**src/nes_mem_pkg.sv**
```systemverilog
/*
 * NES memory subsystem shared definitions
 * address widths, the RAM request and button structs, bridge states
 */

package nes_mem_pkg;

    ////////////////////////////////////////
    // address widths
    ////////////////////////////////////////

    localparam int NES_ADDR_W = 22;    // console byte address
    localparam int RV_ADDR_W  = 23;    // softcore byte address

    typedef logic [NES_ADDR_W-1:0] nes_addr_t;

    ////////////////////////////////////////
    // RAM access
    ////////////////////////////////////////

    // one 16-bit access, addr is a word address (byte address / 2)
    typedef struct packed {
        logic [NES_ADDR_W-1:0] addr;
        logic [15:0]           wdata;
        logic [1:0]            be;       // bit 0 is the low byte lane
        logic                  we;
    } mem_req_t;

    // console button order, right is the msb
    typedef struct packed {
        logic right;
        logic left;
        logic down;
        logic up;
        logic start;
        logic select;
        logic b;
        logic a;
    } nes_btn_t;

    // softcore word bridge FSM
    typedef enum logic [2:0] {
        rv_idle,
        rv_wait_lo,
        rv_data_lo,
        rv_wait_hi,
        rv_data_hi
    } rv_state_e;

endpackage

```
**src/mem_arbiter.sv**
```systemverilog
/*
 * Memory arbiter
 * fixed priority loader > CPU > softcore bridge, one access per clock,
 * returns read data to the CPU byte or the bridge half
 */

`timescale 1ns/100ps

module mem_arbiter #(
    parameter int ADDR_W = 12
) (
    input  logic                  clk,
    input  logic                  sys_resetn,
    input  logic                  i_loading,
    input  nes_mem_pkg::mem_req_t i_loader_req,
    input  logic                  i_loader_valid,
    input  nes_mem_pkg::mem_req_t i_cpu_req,
    input  logic                  i_cpu_valid,
    input  logic                  i_cpu_byte_sel,
    input  nes_mem_pkg::mem_req_t i_rv_req,
    input  logic                  i_rv_req_tgl,
    output logic                  o_rv_ack_tgl,
    output logic [15:0]           o_rv_rdata,
    output logic [7:0]            o_cpu_dout,
    output nes_mem_pkg::mem_req_t o_mem_req,
    output logic                  o_mem_valid,
    input  logic [15:0]           i_mem_rdata
);
    import nes_mem_pkg::*;

    mem_req_t sel_req;
    logic     cpu_grant;
    logic     rv_grant;
    logic     cpu_rd_q;     // CPU read in flight
    logic     cpu_sel_q;
    logic     rv_rd_q;      // bridge read in flight

    assign cpu_grant = i_cpu_valid & ~i_loading;   // CPU is off the bus while loading
    assign rv_grant  = (i_rv_req_tgl != o_rv_ack_tgl) & ~i_loader_valid & ~cpu_grant;

    always_comb begin
        if (i_loader_valid)
            sel_req = i_loader_req;
        else if (cpu_grant)
            sel_req = i_cpu_req;
        else
            sel_req = i_rv_req;
        o_mem_req      = sel_req;
        o_mem_req.addr = '0;
        o_mem_req.addr[ADDR_W-1:0] = sel_req.addr[ADDR_W-1:0];
    end

    assign o_mem_valid = i_loader_valid | cpu_grant | rv_grant;

    ////////////////////////////////////////
    // read return
    ////////////////////////////////////////

    always_ff @(posedge clk) begin
        if (!sys_resetn) begin
            o_rv_ack_tgl <= 1'b0;
            cpu_rd_q     <= 1'b0;
            rv_rd_q      <= 1'b0;
        end else begin
            cpu_rd_q <= cpu_grant & ~i_cpu_req.we;
            rv_rd_q  <= rv_grant & ~i_rv_req.we;
            if (rv_grant)
                o_rv_ack_tgl <= ~o_rv_ack_tgl;
        end
    end

    // RAM data is valid the cycle after the grant
    always_ff @(posedge clk) begin
        cpu_sel_q <= i_cpu_byte_sel;
        if (cpu_rd_q)
            o_cpu_dout <= cpu_sel_q ? i_mem_rdata[15:8] : i_mem_rdata[7:0];
        if (rv_rd_q)
            o_rv_rdata <= i_mem_rdata;
    end

    // loader writes only happen with i_loading high
    a_no_loader_cpu: assert property (@(posedge clk) disable iff (!sys_resetn)
        !(i_loader_valid && cpu_grant));

endmodule

```
**config.mk**
```make
export PLATFORM = sky130hd
export DESIGN_NAME = mem_arbiter
export DESIGN_NICKNAME = d
export VERILOG_FILES = /design/src/nes_mem_pkg.sv /design/src/mem_arbiter.sv
export SDC_FILE = /design/constraint.sdc
export NUM_CORES = 1
export LEC_CHECK = 0
export BUFFER_PORTS_ARGS = -buffer_cell sky130_fd_sc_hd__buf_4
export CAP_MARGIN = 20
export CORE_AREA = 2 2 82 84
export CTS_CLUSTER_SIZE = 14
export DETAILED_ROUTE_END_ITERATION = 12
export DIE_AREA = 0 0 84 86
export PLACE_DENSITY = 0.73
export SETUP_SLACK_MARGIN = 0.5
export SLEW_MARGIN = 20
export SYNTH_ARGS = -nofsm -noshare
export SYNTH_HDL_FRONTEND = slang
export SYNTH_SLANG_ARGS = --single-unit
```
**constraint.sdc**
```tcl
create_clock -name clk -period 1.2 [get_ports clk]
set_clock_uncertainty 0.15 [all_clocks]
set_input_delay 0.06 -clock clk [delete_from_list [all_inputs] [get_ports clk]]
set_output_delay 0.06 -clock clk [all_outputs]
set_load 0.01 [all_outputs]
```
Yosys cells after proc, flatten, opt, wreduce, memory -nomap -nowiden --
Index checks and enable logic that the tools add are counted.
Operators by class: equal/unequal tests 1, multiplexer cells 3, bitwise operators 13
Operator list (number):
- two-way mux 31 bit | 2
- two-way mux 8 bit | 1
- NOT 1 bit | 6
- bitwise AND 1 bit | 5
- OR 1 bit | 2
- inequality test 1 bit | 1
Storage, ports and cells: flip-flop bits (word level) 28, output and inout port bits 67, word-level logic and storage cells 23

Depth between registers and ports, before layout --
Gate-level depths: netlist (run 1).
depth in word-level cells 5, mapped depth 5, depth with buffers taken out 3

Worst setup path after synthesis (run 1) --
Ideal clock, no wire load.
path type reg-to-reg, from register cpu_sel_q, to register o_cpu_dout[0], data pin, setup time 0.260 ns, arrival 0.783 ns, required time 0.790 ns, setup slack 0.007 ns, stages on the path, launching flop included 3, buffers on the path 1, clock period less this slack 1.193 ns, cells stage by stage dfxtp_1 buf_2 mux2_2
On the way: word-level cells in the longest chain between the ends 1
Ends and longest elaborated chain:
- start, declared | RTL line mem_arbiter.sv:35 | logic cpu_sel_q;
- start signal, assigned | RTL line mem_arbiter.sv:74 | cpu_sel_q <= i_cpu_byte_sel;
- two-way mux 8 bit | RTL line mem_arbiter.sv:76 | o_cpu_dout <= cpu_sel_q ? i_mem_rdata[15:8] : i_mem_rdata[7:0];
- end signal, assigned | RTL line mem_arbiter.sv:76
- end, declared | RTL line mem_arbiter.sv:24 | output logic [7:0] o_cpu_dout,
Every way passes these cells. A chain may end at the register's enable or synchronous reset.

Final worst setup path (run 1) --
from register o_rv_ack_tgl, to output port o_mem_valid
On the way: word-level cells in the longest chain between the ends 4
Ends and longest elaborated chain:
- start, declared | RTL line mem_arbiter.sv:22 | output logic o_rv_ack_tgl,
- start signal, assigned | RTL line mem_arbiter.sv:68 | o_rv_ack_tgl <= ~o_rv_ack_tgl;
- inequality test 1 bit | RTL line mem_arbiter.sv:39 | assign rv_grant = (i_rv_req_tgl != o_rv_ack_tgl) & ~i_loader_valid & ~cpu_grant;
- bitwise AND 1 bit (2 in a row) | RTL line mem_arbiter.sv:39
- OR 1 bit | RTL line mem_arbiter.sv:53 | assign o_mem_valid = i_loader_valid | cpu_grant | rv_grant;
- end, declared | RTL line mem_arbiter.sv:26 | output logic o_mem_valid,
Every way passes these cells.

==> results of run 1 <==
==> layout by cell type (no fill, tap or decap), types with 2 or more instances in the layout <==
cell / netlist / layout
buf_12: 3 / 4
buf_6: 0 / 34
clkbuf_8: 0 / 3
buf_8: 1 / 2
buf_4: 11 / 145
o21ai_1: 29 / 31
mux2i_1: 32 / 31
dfxtp_4: 0 / 4
nand2_1: 34 / 34
conb_1: 1 / 10
mux2_4: 0 / 8
edfxtp_1: 24 / 24
nand2b_4: 1 / 2
==> where the power goes <==
group | switching [uW] | internal (uW)
combinational | 329 | 571
sequential | 19.9 | 1080
clock | 250 | 229
total | 600 | 1880
==> worst max path at each step <==
stage | from | to | cells after the start | slack [ns]
floorplan | cpu_sel_q | o_cpu_dout[0] | 2 | 0.06
global placement | cpu_sel_q | o_cpu_dout[0] | 1 | 0.0003
detailed placement | cpu_sel_q | o_cpu_dout[2] | 1 | -0.02
CTS | o_rv_ack_tgl | o_mem_valid | 3 | 0.02
global route | o_rv_ack_tgl | o_mem_valid | 3 | -0.01
finish | o_rv_ack_tgl | o_mem_valid | 3 | 0.03
==> final cells by class <==
| class | instances | area share |
|---|---|---|
| Sequential cell | 28 | 0.238 |
| Timing Repair Buffer | 187 | 0.473 |
| Clock inverter | 1 | 0.00110 |
| Clock buffer | 3 | 0.0121 |
| Multi-Input combinational cell | 121 | 0.248 |
| Tap cell | 77 | 0.0282 |
==> synthesized netlist by cell type <==
cell type / number
nand2_1: 34
mux2i_1: 32
o21ai_1: 29
edfxtp_1: 24
buf_4: 11
mux2_2: 8
clkbuf_1: 6
dfxtp_1: 4
buf_12: 3
o21ai_0: 2
and4bb_1: 1
buf_2: 1
buf_8: 1
conb_1: 1
nand2b_4: 1
nor2b_4: 1
nor3b_1: 1
xnor2_1: 1
==> through the flow <==
step / cells / instance area (um^2) / setup slack (ns) / hold WS (ns) / total power (uW)
2_1_floorplan: 170 / 1840 / 0.0629 / -0.0623 / 1490
3_3_place_gp: 404 / 3120 / 0.000312 / 0.0155 / 1940
3_5_place_dp: 404 / 3120 / -0.0169 / 0.0162 / 1960
4_1_cts: 414 / 3310 / 0.0182 / -0.207 / 2470
5_1_grt: 417 / 3420 / -0.0107 / -0.208 / 2600
6_report: 417 / 3420 / 0.0307 / -0.201 / 2480
==> repair_timing <==
item / in CTS / in global routing
resized for setup: 24 / 17
gates cloned: 0 / 2
hold endpoints to repair: 28 / 27
buffers inserted: 5 / 1
setup endpoints to repair: 91 / 91
pin swaps: 2 / 5
==> cell families after synthesis <==
kind of cell           Yosys count  share of synthesized area
XOR/XNOR                         1                    0.00504
AO/OA/AOI/OAI                   31                     0.0892
buffers and inverters           22                      0.106
other                            1                    0.00216
multiplexers                    40                      0.236
AND/OR/NAND/NOR                 38                      0.101
flip-flops                      28                      0.460
==> per-layer routing <==
layer,part of all wire,track usage,up-vias,wire length [um]
li1,-,-,910,-
met1,0.36,0.152,833,1950
met2,0.54,0.258,109,2950
met3,0.089,0.0308,6,486
met4,0.012,0.0440,0,63
met5,0,0,-,0
==> registers in the layout (all words and copies together) (netlist names) <==
register / count
cpu_rd_q: 1
o_rv_rdata: 16
o_cpu_dout: 8
o_rv_ack_tgl: 1
cpu_sel_q: 1
rv_rd_q: 1
==> metrics.txt, run 1 <==
VDD IR max=506 uV; CP delay by family, top=flip-flops; first-pass GRT wire length=8140 um; vias in the first global route=1820; kind of critical path=flop to output port; GRT Total Usage=0.137; hold slack=-0.201 ns; final core utilization=0.545; DIE HEIGHT=86 um; share of cells above drive strength 1=0.609; CTS tree=built; initial core utilization=0.277; clk sinks=28; Clock Tree Root=clkbuf_8; hold depth=2; P_leak=0.00176 uW; Final Hold Vio Count=27; fin nets=487; clock latency on the worst-skew pair=0.26 ns; Tmin final=1.17 ns; cell taking the most area after synthesis=edfxtp_1; slowest CP cell=dfxtp_4; DIE AREA=0.00722 mm^2; warning count from the yosys run=0; largest net degree at the start of global routing=33; # DRC=0; TNS Setup=0 ns; Layout area overhead=96.7%; Worst Path Required=0.99 ns; HP Class=input pin to flop; initial antenna violation count=0; # port buffers=172; Buf/Inv on CP=1; IO Pins=213; Pins Over Slew Limit=0; average wire per standard cell=13.1 um; Netlist cell types=18; Reg clk slew, reported paths=0.08 ns; Inserted Diodes=0; Final Setup Violations=0; Fillers=549; worst hold start=i_cpu_req[0]; Crit. End Element=output port; failing checks=negative hold slack; via/cell ratio=4.46; outcome=complete, but fails checks; Vias=1858; 1st-pass router iterations=4; pwr/cell area=724 mW/mm^2; final RePlAce weighted congestion=0.742; #FFs+latches synth=28; max cap viols=0; floorplan row count=29; Mapped Area=0.00174 mm^2; data arrival time of the worst path=0.96 ns; top cell type's share of synthesized area=0.414; Antenna Violating Nets Remaining=0; multi-input logic area=847 um^2; First DRT Iteration DRCs=31; Post-CTS Hold Fix Bufs=1; Reg2Reg Depth=1; Clock Path Buffers=2; post-synthesis sequential area ratio=0.460; hpwl dp=4530 um; Reg2Reg Launch Point=cpu_sel_q; worst-path fanout max=2; Syn Area/Cell=10.8 um^2; Reg area=816 um^2; core region area=0.00628 mm^2; worst r2r dst=o_cpu_dout[0]; top cells by area, synth=edfxtp_1 (41%), mux2i_1 (18%), o21ai_1 (8.3%); RSZ-0062 raised after global routing=yes; CP startpoint kind=flop; Routed WL=5450 um; Num CTS Buffers=3; FMAX=855 MHz; r2r setup slk=0.05 ns; Post-Synthesis Cells=161; Chip Width=84 um; Hold EP=cpu_rd_q; H-tree levels=1; crit path cell chain=xnor2_2 -> nand2_1 -> buf_6; total grt overflow=0; delay of the slowest critical-path stage=0.36 ns; Period Utilization, post-route=0.974
No activity file was read; power rests on OpenSTA's default activity.
==> inputs of run 2 (changes only) <==
- CORE_AREA: 2 2 82 84 -> 2 2 83 85
- DIE_AREA: 0 0 84 86 -> 0 0 85 87
- GPL_ROUTABILITY_DRIVEN: unset -> 0
- PLACE_DENSITY: 0.73 -> 0.68
- clock period: 1.2 -> 1.4 ns (I/O delays scaled with it)
==> run 2 against run 1 <==
Net effect:
- the flow still finishes with violations (negative hold slack)
- sequential power is 15% lower
- via count up 1.8%
- combinational power decreased by 11%
- die area rose by 2.4%
- critical path type is now input pin to output port
==> metrics.txt, run 2 (synthesis results as in run 1) <==
Reg2Reg Depth=1 (unchanged); Largest regs=o_rv_rdata (16), o_cpu_dout (8); initial antenna violation count=0 (unchanged); First DRT Iteration DRCs=22 (-29%); DIE AREA=0.00740 mm^2 (+2.4%); total grt overflow=0 (unchanged); Setup crit start=i_loading; fin cells=433 (+3.8%); initial core utilization=0.265 (-0.0123); Biggest register=o_rv_rdata; Inserted Diodes=0 (unchanged); pwr/cell area=607 mW/mm^2 (-16%); Tmin final=1.19 ns; largest net degree at the start of global routing=31 (-6.1%); hpwl dp=4140 um (-8.7%); Reg clk slew, reported paths=0.08 ns (about the same); Worst Path Required=1.18 ns (+0.19 ns); cell area after layout=0.00357 mm^2 (+4.3%); Final Setup Violations=0 (unchanged); Pins Over Slew Limit=0 (unchanged); Final Hold Vio Count=1 (-96%); Reg2Reg Launch Point=cpu_sel_q; Clock Path Buffers=2 (unchanged); 1st-pass router iterations=4 (unchanged); CP startpoint kind=input pin; switch share=0.245 (+0.00304); hold slack=-0.0387 ns (+0.163 ns); share of cells above drive strength 1=0.567 (-0.0423); # port buffers=172 (unchanged); clock latency on the worst-skew pair=0.27 ns (about the same); DIE HEIGHT=87 um (+1.2%); Period Utilization, post-route=0.849; FMAX=841 MHz; floorplan row count=30 (+3.4%); max cap viols=0 (unchanged); data arrival time of the worst path=0.97 ns (about the same); Antenna Violating Nets Remaining=0 (unchanged); Placed Area=0.00307 mm^2 (-1.5%); Layout area overhead=105%; Vias=1891 (+1.8%); Clk network pwr share=0.195 (+0.002); placed insts=403 (-0.25%); GRT Total Usage=0.145 (+0.00827); first-pass GRT wire length=8810 um (+8.2%); Chip Width=85 um (+1.2%); commonest non-fill, non-tap cell in the layout=buf_4; hold depth=2 (unchanged); Internal=1640 uW (-13%); worst-path fanout max=8 (+6); Hold EP=rv_rd_q; vias in the first global route=1890 (+3.8%); failing checks=negative hold slack; sw power=532 uW (-11%); most frequent cells in the layout=buf_4 (148), nand2_1 (34), mux2i_1 (32); max FFs per register=16 (unchanged); Clock Tree Root=clkbuf_8; core region area=0.00657 mm^2 (+4.6%); fin nets=500 (+2.7%); IO Pins=213 (unchanged); worst hold start=i_rv_req[0]; RSZ-0062 raised after global routing=yes; r2r setup slk=0.24 ns (+0.19 ns); outcome=complete, but fails checks; VDD IR max=648 uV (+28%); # DRC=0 (unchanged); P_leak=0.00181 uW (+3.2%); Routed WL=5780 um (+5.9%); CTS tree=built; TNS Setup=0 ns (unchanged); worst r2r dst=o_cpu_dout[6]; sequential group share of total power=0.434 (-0.009); average wire per standard cell=13.3 um (+2.0%); Num CTS Buffers=3 (unchanged); kind of critical path=input pin to output port; H-tree levels=1 (unchanged); via/cell ratio=4.37 (-2.0%); Crit. End Element=output port; clk sinks=28 (unchanged); HP Class=input pin to flop; combinational share of power=0.371 (+0.007)
run 2: worst max path at each step:
stage / end / cells after the start
4_1_cts: o_mem_valid / 3
3_3_place_gp: o_cpu_dout[5] / 1
6_report: o_mem_req[11] / 6
5_1_grt: o_mem_req[11] / 6
3_5_place_dp: o_cpu_dout[1] / 1
2_1_floorplan: o_cpu_dout[0] / 2
run 2: layout make-up:
| cell class | instances | area (um^2) |
|---|---|---|
| Sequential cell | 28 | 816 |
| Timing Repair Buffer | 201 | 1770 |
| Tap cell | 80 | 100 |
| Multi-Input combinational cell | 120 | 841 |
| Fill cell | 567 | 3000 |
| Clock buffer | 3 | 41.3 |
| Clock inverter | 1 | 3.75 |
run 2: power groups by stage:
| stage | logic [uW] | clock network (uW) | registers (uW) |
|---|---|---|---|
| floorplan | 311 | 0 | 963 |
| global placement | 689 | 0 | 963 |
| detailed placement | 699 | 0 | 964 |
| CTS | 789 | 437 | 940 |
| global route | 870 | 470 | 943 |
| finish | 804 | 423 | 940 |
run 2: metal layers:
layer,track usage,up-vias,share of wire
met2,0.281,110,0.53
met4,0.0332,0,0.0054
met1,0.162,839,0.38
met3,0.0294,4,0.087
met5,0,-,0
li1,-,938,-
run 2: repair_timing:
action                                 in CTS  in global routing
pin swaps                                   1                  6
endpoints found under the hold margin      28                  3
buffers inserted                            3                  0
resized for setup                          19                 16
setup endpoints to repair                  82                 92
hold buffers                               20                  1
cloned                                      2                  1
run 2: critical path, stage by stage:
cell and delay (ns):
buf_6 0.06, nand2b_4 0.20, clkbuf_16 0.21, mux2i_1 0.18, o21ai_1 0.09, buf_4 0.15
run 2: per-stage QoR:
step | power (uW) | utilization | hold slack, ns | setup slack (ns)
CTS | 2170 | 0.529 | -0.0519 | 0.194
finish | 2170 | 0.543 | -0.0387 | 0.211
floorplan | 1270 | - | -0.0523 | 0.263
global placement | 1650 | 0.468 | 0.0249 | 0.190
global route | 2280 | 0.543 | -0.0505 | 0.159
detailed placement | 1660 | 0.468 | 0.0260 | 0.188
==> inputs of run 3 (changes only) <==
- clock period: 1.4 -> 1.2 ns (I/O delays scaled with it)
==> run 3 against run 2 <==
Net effect:
- the run still ends with negative hold slack left
- combinational power up 10%
- sequential power up 17%
- global-route usage down 1.2 points
- wire length down 8.4%
- worst setup slack worse by 0.18 ns
- total power up 25%
- clock power up 69%
- critical path type is now flop to output port
- utilization down 2.4 points
- first-iteration DRC count down 18%
==> metrics.txt, run 3 (synthesis results as in run 1) <==
Final WS setup=0.0322 ns (-0.179 ns); Pins Over Slew Limit=0 (unchanged); worst-path fanout max=2 (-6); IO Pins=213 (unchanged); DIE HEIGHT=87 um (unchanged); Vias=1818 (-3.9%); VDD IR max=575 uV (-11%); Routed WL=5290 um (-8.4%); clk sinks=28 (unchanged); placed insts=405 (+0.50%); HP Class=input pin to flop; total grt overflow=0 (unchanged); final core utilization=0.519 (-0.0238); Placed Area=0.00312 mm^2 (+1.5%); fin cells=415 (-4.2%); Reg2Reg Depth=1 (unchanged); Antenna Violating Nets Remaining=0 (unchanged); Buf/Inv on CP=1 (-2); outcome=complete, but fails checks; data arrival time of the worst path=0.96 ns (about the same); # DRC=0 (unchanged); pwr/cell area=791 mW/mm^2 (+30%); Largest regs=o_rv_rdata (16), o_cpu_dout (8); kind of critical path=flop to output port; hold slack=-0.200 ns (-0.162 ns); Post-CTS Hold Fix Bufs=1 (-95%); delay of the slowest critical-path stage=0.36 ns (+0.15 ns); cell area after layout=0.00341 mm^2 (-4.4%); Reg clk slew, reported paths=0.08 ns (about the same); First DRT Iteration DRCs=18 (-18%); M2 GR Usage=0.273 (-0.00710); H-tree levels=1 (unchanged); Num CTS Buffers=3 (unchanged); Chip Width=85 um (unchanged); CTS tree=built; Worst Path Required=0.99 ns (-0.19 ns); Stages on worst setup path=3 (-3); largest net degree at the start of global routing=34 (+9.7%); CP startpoint kind=flop; total power=2700 uW (+25%); core region area=0.00657 mm^2 (unchanged); Tmin final=1.17 ns; slowest CP cell=dfxtp_4; GRT Total Usage=0.133 (-0.0124); max cap viols=0 (unchanged); via/cell ratio=4.38 (+0.31%); RSZ-0062 raised after global routing=yes; first-pass GRT wire length=7930 um (-10%); average wire per standard cell=12.7 um (-4.5%); M1 GR Usage=0.128 (-0.0341); Crit. End Element=output port; Clock Path Buffers=2 (unchanged); clock latency on the worst-skew pair=0.27 ns (about the same); fin nets=482 (-3.6%); max FFs per register=16 (unchanged); commonest non-fill, non-tap cell in the layout=buf_4; 1st-pass router iterations=2 (-2); # port buffers=172 (unchanged); share of cells above drive strength 1=0.609 (+0.0424); hold depth=2 (unchanged); Final Hold Vio Count=28 (+27); failing checks=negative hold slack; FMAX=856 MHz; CP delay by family, top=flip-flops; P_leak=0.00175 uW (-3.3%); Final Setup Violations=0 (unchanged); r2r setup slk=0.04 ns (-0.20 ns); met3 Resource Use GR=0.0294 (unchanged); Period Utilization, post-route=0.973; Biggest register=o_rv_rdata; Inserted Diodes=0 (unchanged); vias in the first global route=1787 (-5.4%); Layout area overhead=96.2%; most frequent cells in the layout=buf_4 (144), nand2_1 (33), mux2i_1 (31), o21ai_1 (31), buf_6 (30); Clock Tree Root=clkbuf_8; crit path cell chain=xnor2_2 -> nand2_1 -> buf_6; hpwl dp=4340 um (+5.0%); busiest grt layer=met2; Post-Place Setup Slack=-0.0125 ns (-0.201 ns); DIE AREA=0.00740 mm^2 (unchanged); floorplan row count=30 (unchanged); initial core utilization=0.265 (unchanged); initial antenna violation count=0 (unchanged)
[run 3: changes by cell type in the layout (fill, tap and decap cells not counted), moves of 2 or more]
cell	previous run	this run
dlygate4sd3_1	20	0
buf_4	148	144
buf_6	26	30
buf_12	2	5
buf_16	3	1
[run 3: path summary, 6_finish.rpt]
check | from | endpoint
max | o_rv_ack_tgl | o_mem_valid
min | i_cpu_req[0] | cpu_rd_q
max reg2reg | cpu_sel_q | o_cpu_dout[1]
min reg2reg | cpu_rd_q | o_cpu_dout[0]
[run 3: layer usage]
layer | routed length [um] | up-vias | share of wire
li1 | - | 897 | -
met1 | 1750 | 798 | 0.33
met2 | 2950 | 115 | 0.56
met3 | 517 | 8 | 0.098
met4 | 72 | 0 | 0.014
met5 | 0 | - | 0
[run 3: repair_timing]
action / 4_1_cts / 5_1_grt
pin swaps: 2 / 2
endpoints found under the hold margin: 28 / 28
setup buffers: 3 / 1
gates cloned: 1 / 0
setup endpoints to repair: 91 / 92
gates resized for setup: 18 / 21
[run 3: through the flow]
step                      hold slack (ns)  setup TNS, ns
final                              -0.200              0
after global placement             0.0148        -0.0234
after detailed placement           0.0158        -0.0565
after global routing               -0.210        -0.0504
after floorplan                   -0.0623              0
after CTS                          -0.207              0
[run 3: where the power goes]
part	internal, uW	total (uW)	leakage [uW]	switching, uW
clock network	446	716	0.0000357	270
logic	563	886	0.00146	323
registers	1080	1100	0.000253	19.6
[run 3: final cells by class]
type / count / area [um^2]
flip-flops and latches: 28 / 816
multi-input cells: 120 / 836
fillers: 590 / 3160
clock inverters: 1 / 30.0
repair buffers: 183 / 1590
well taps: 80 / 100
clock buffers: 3 / 41.3
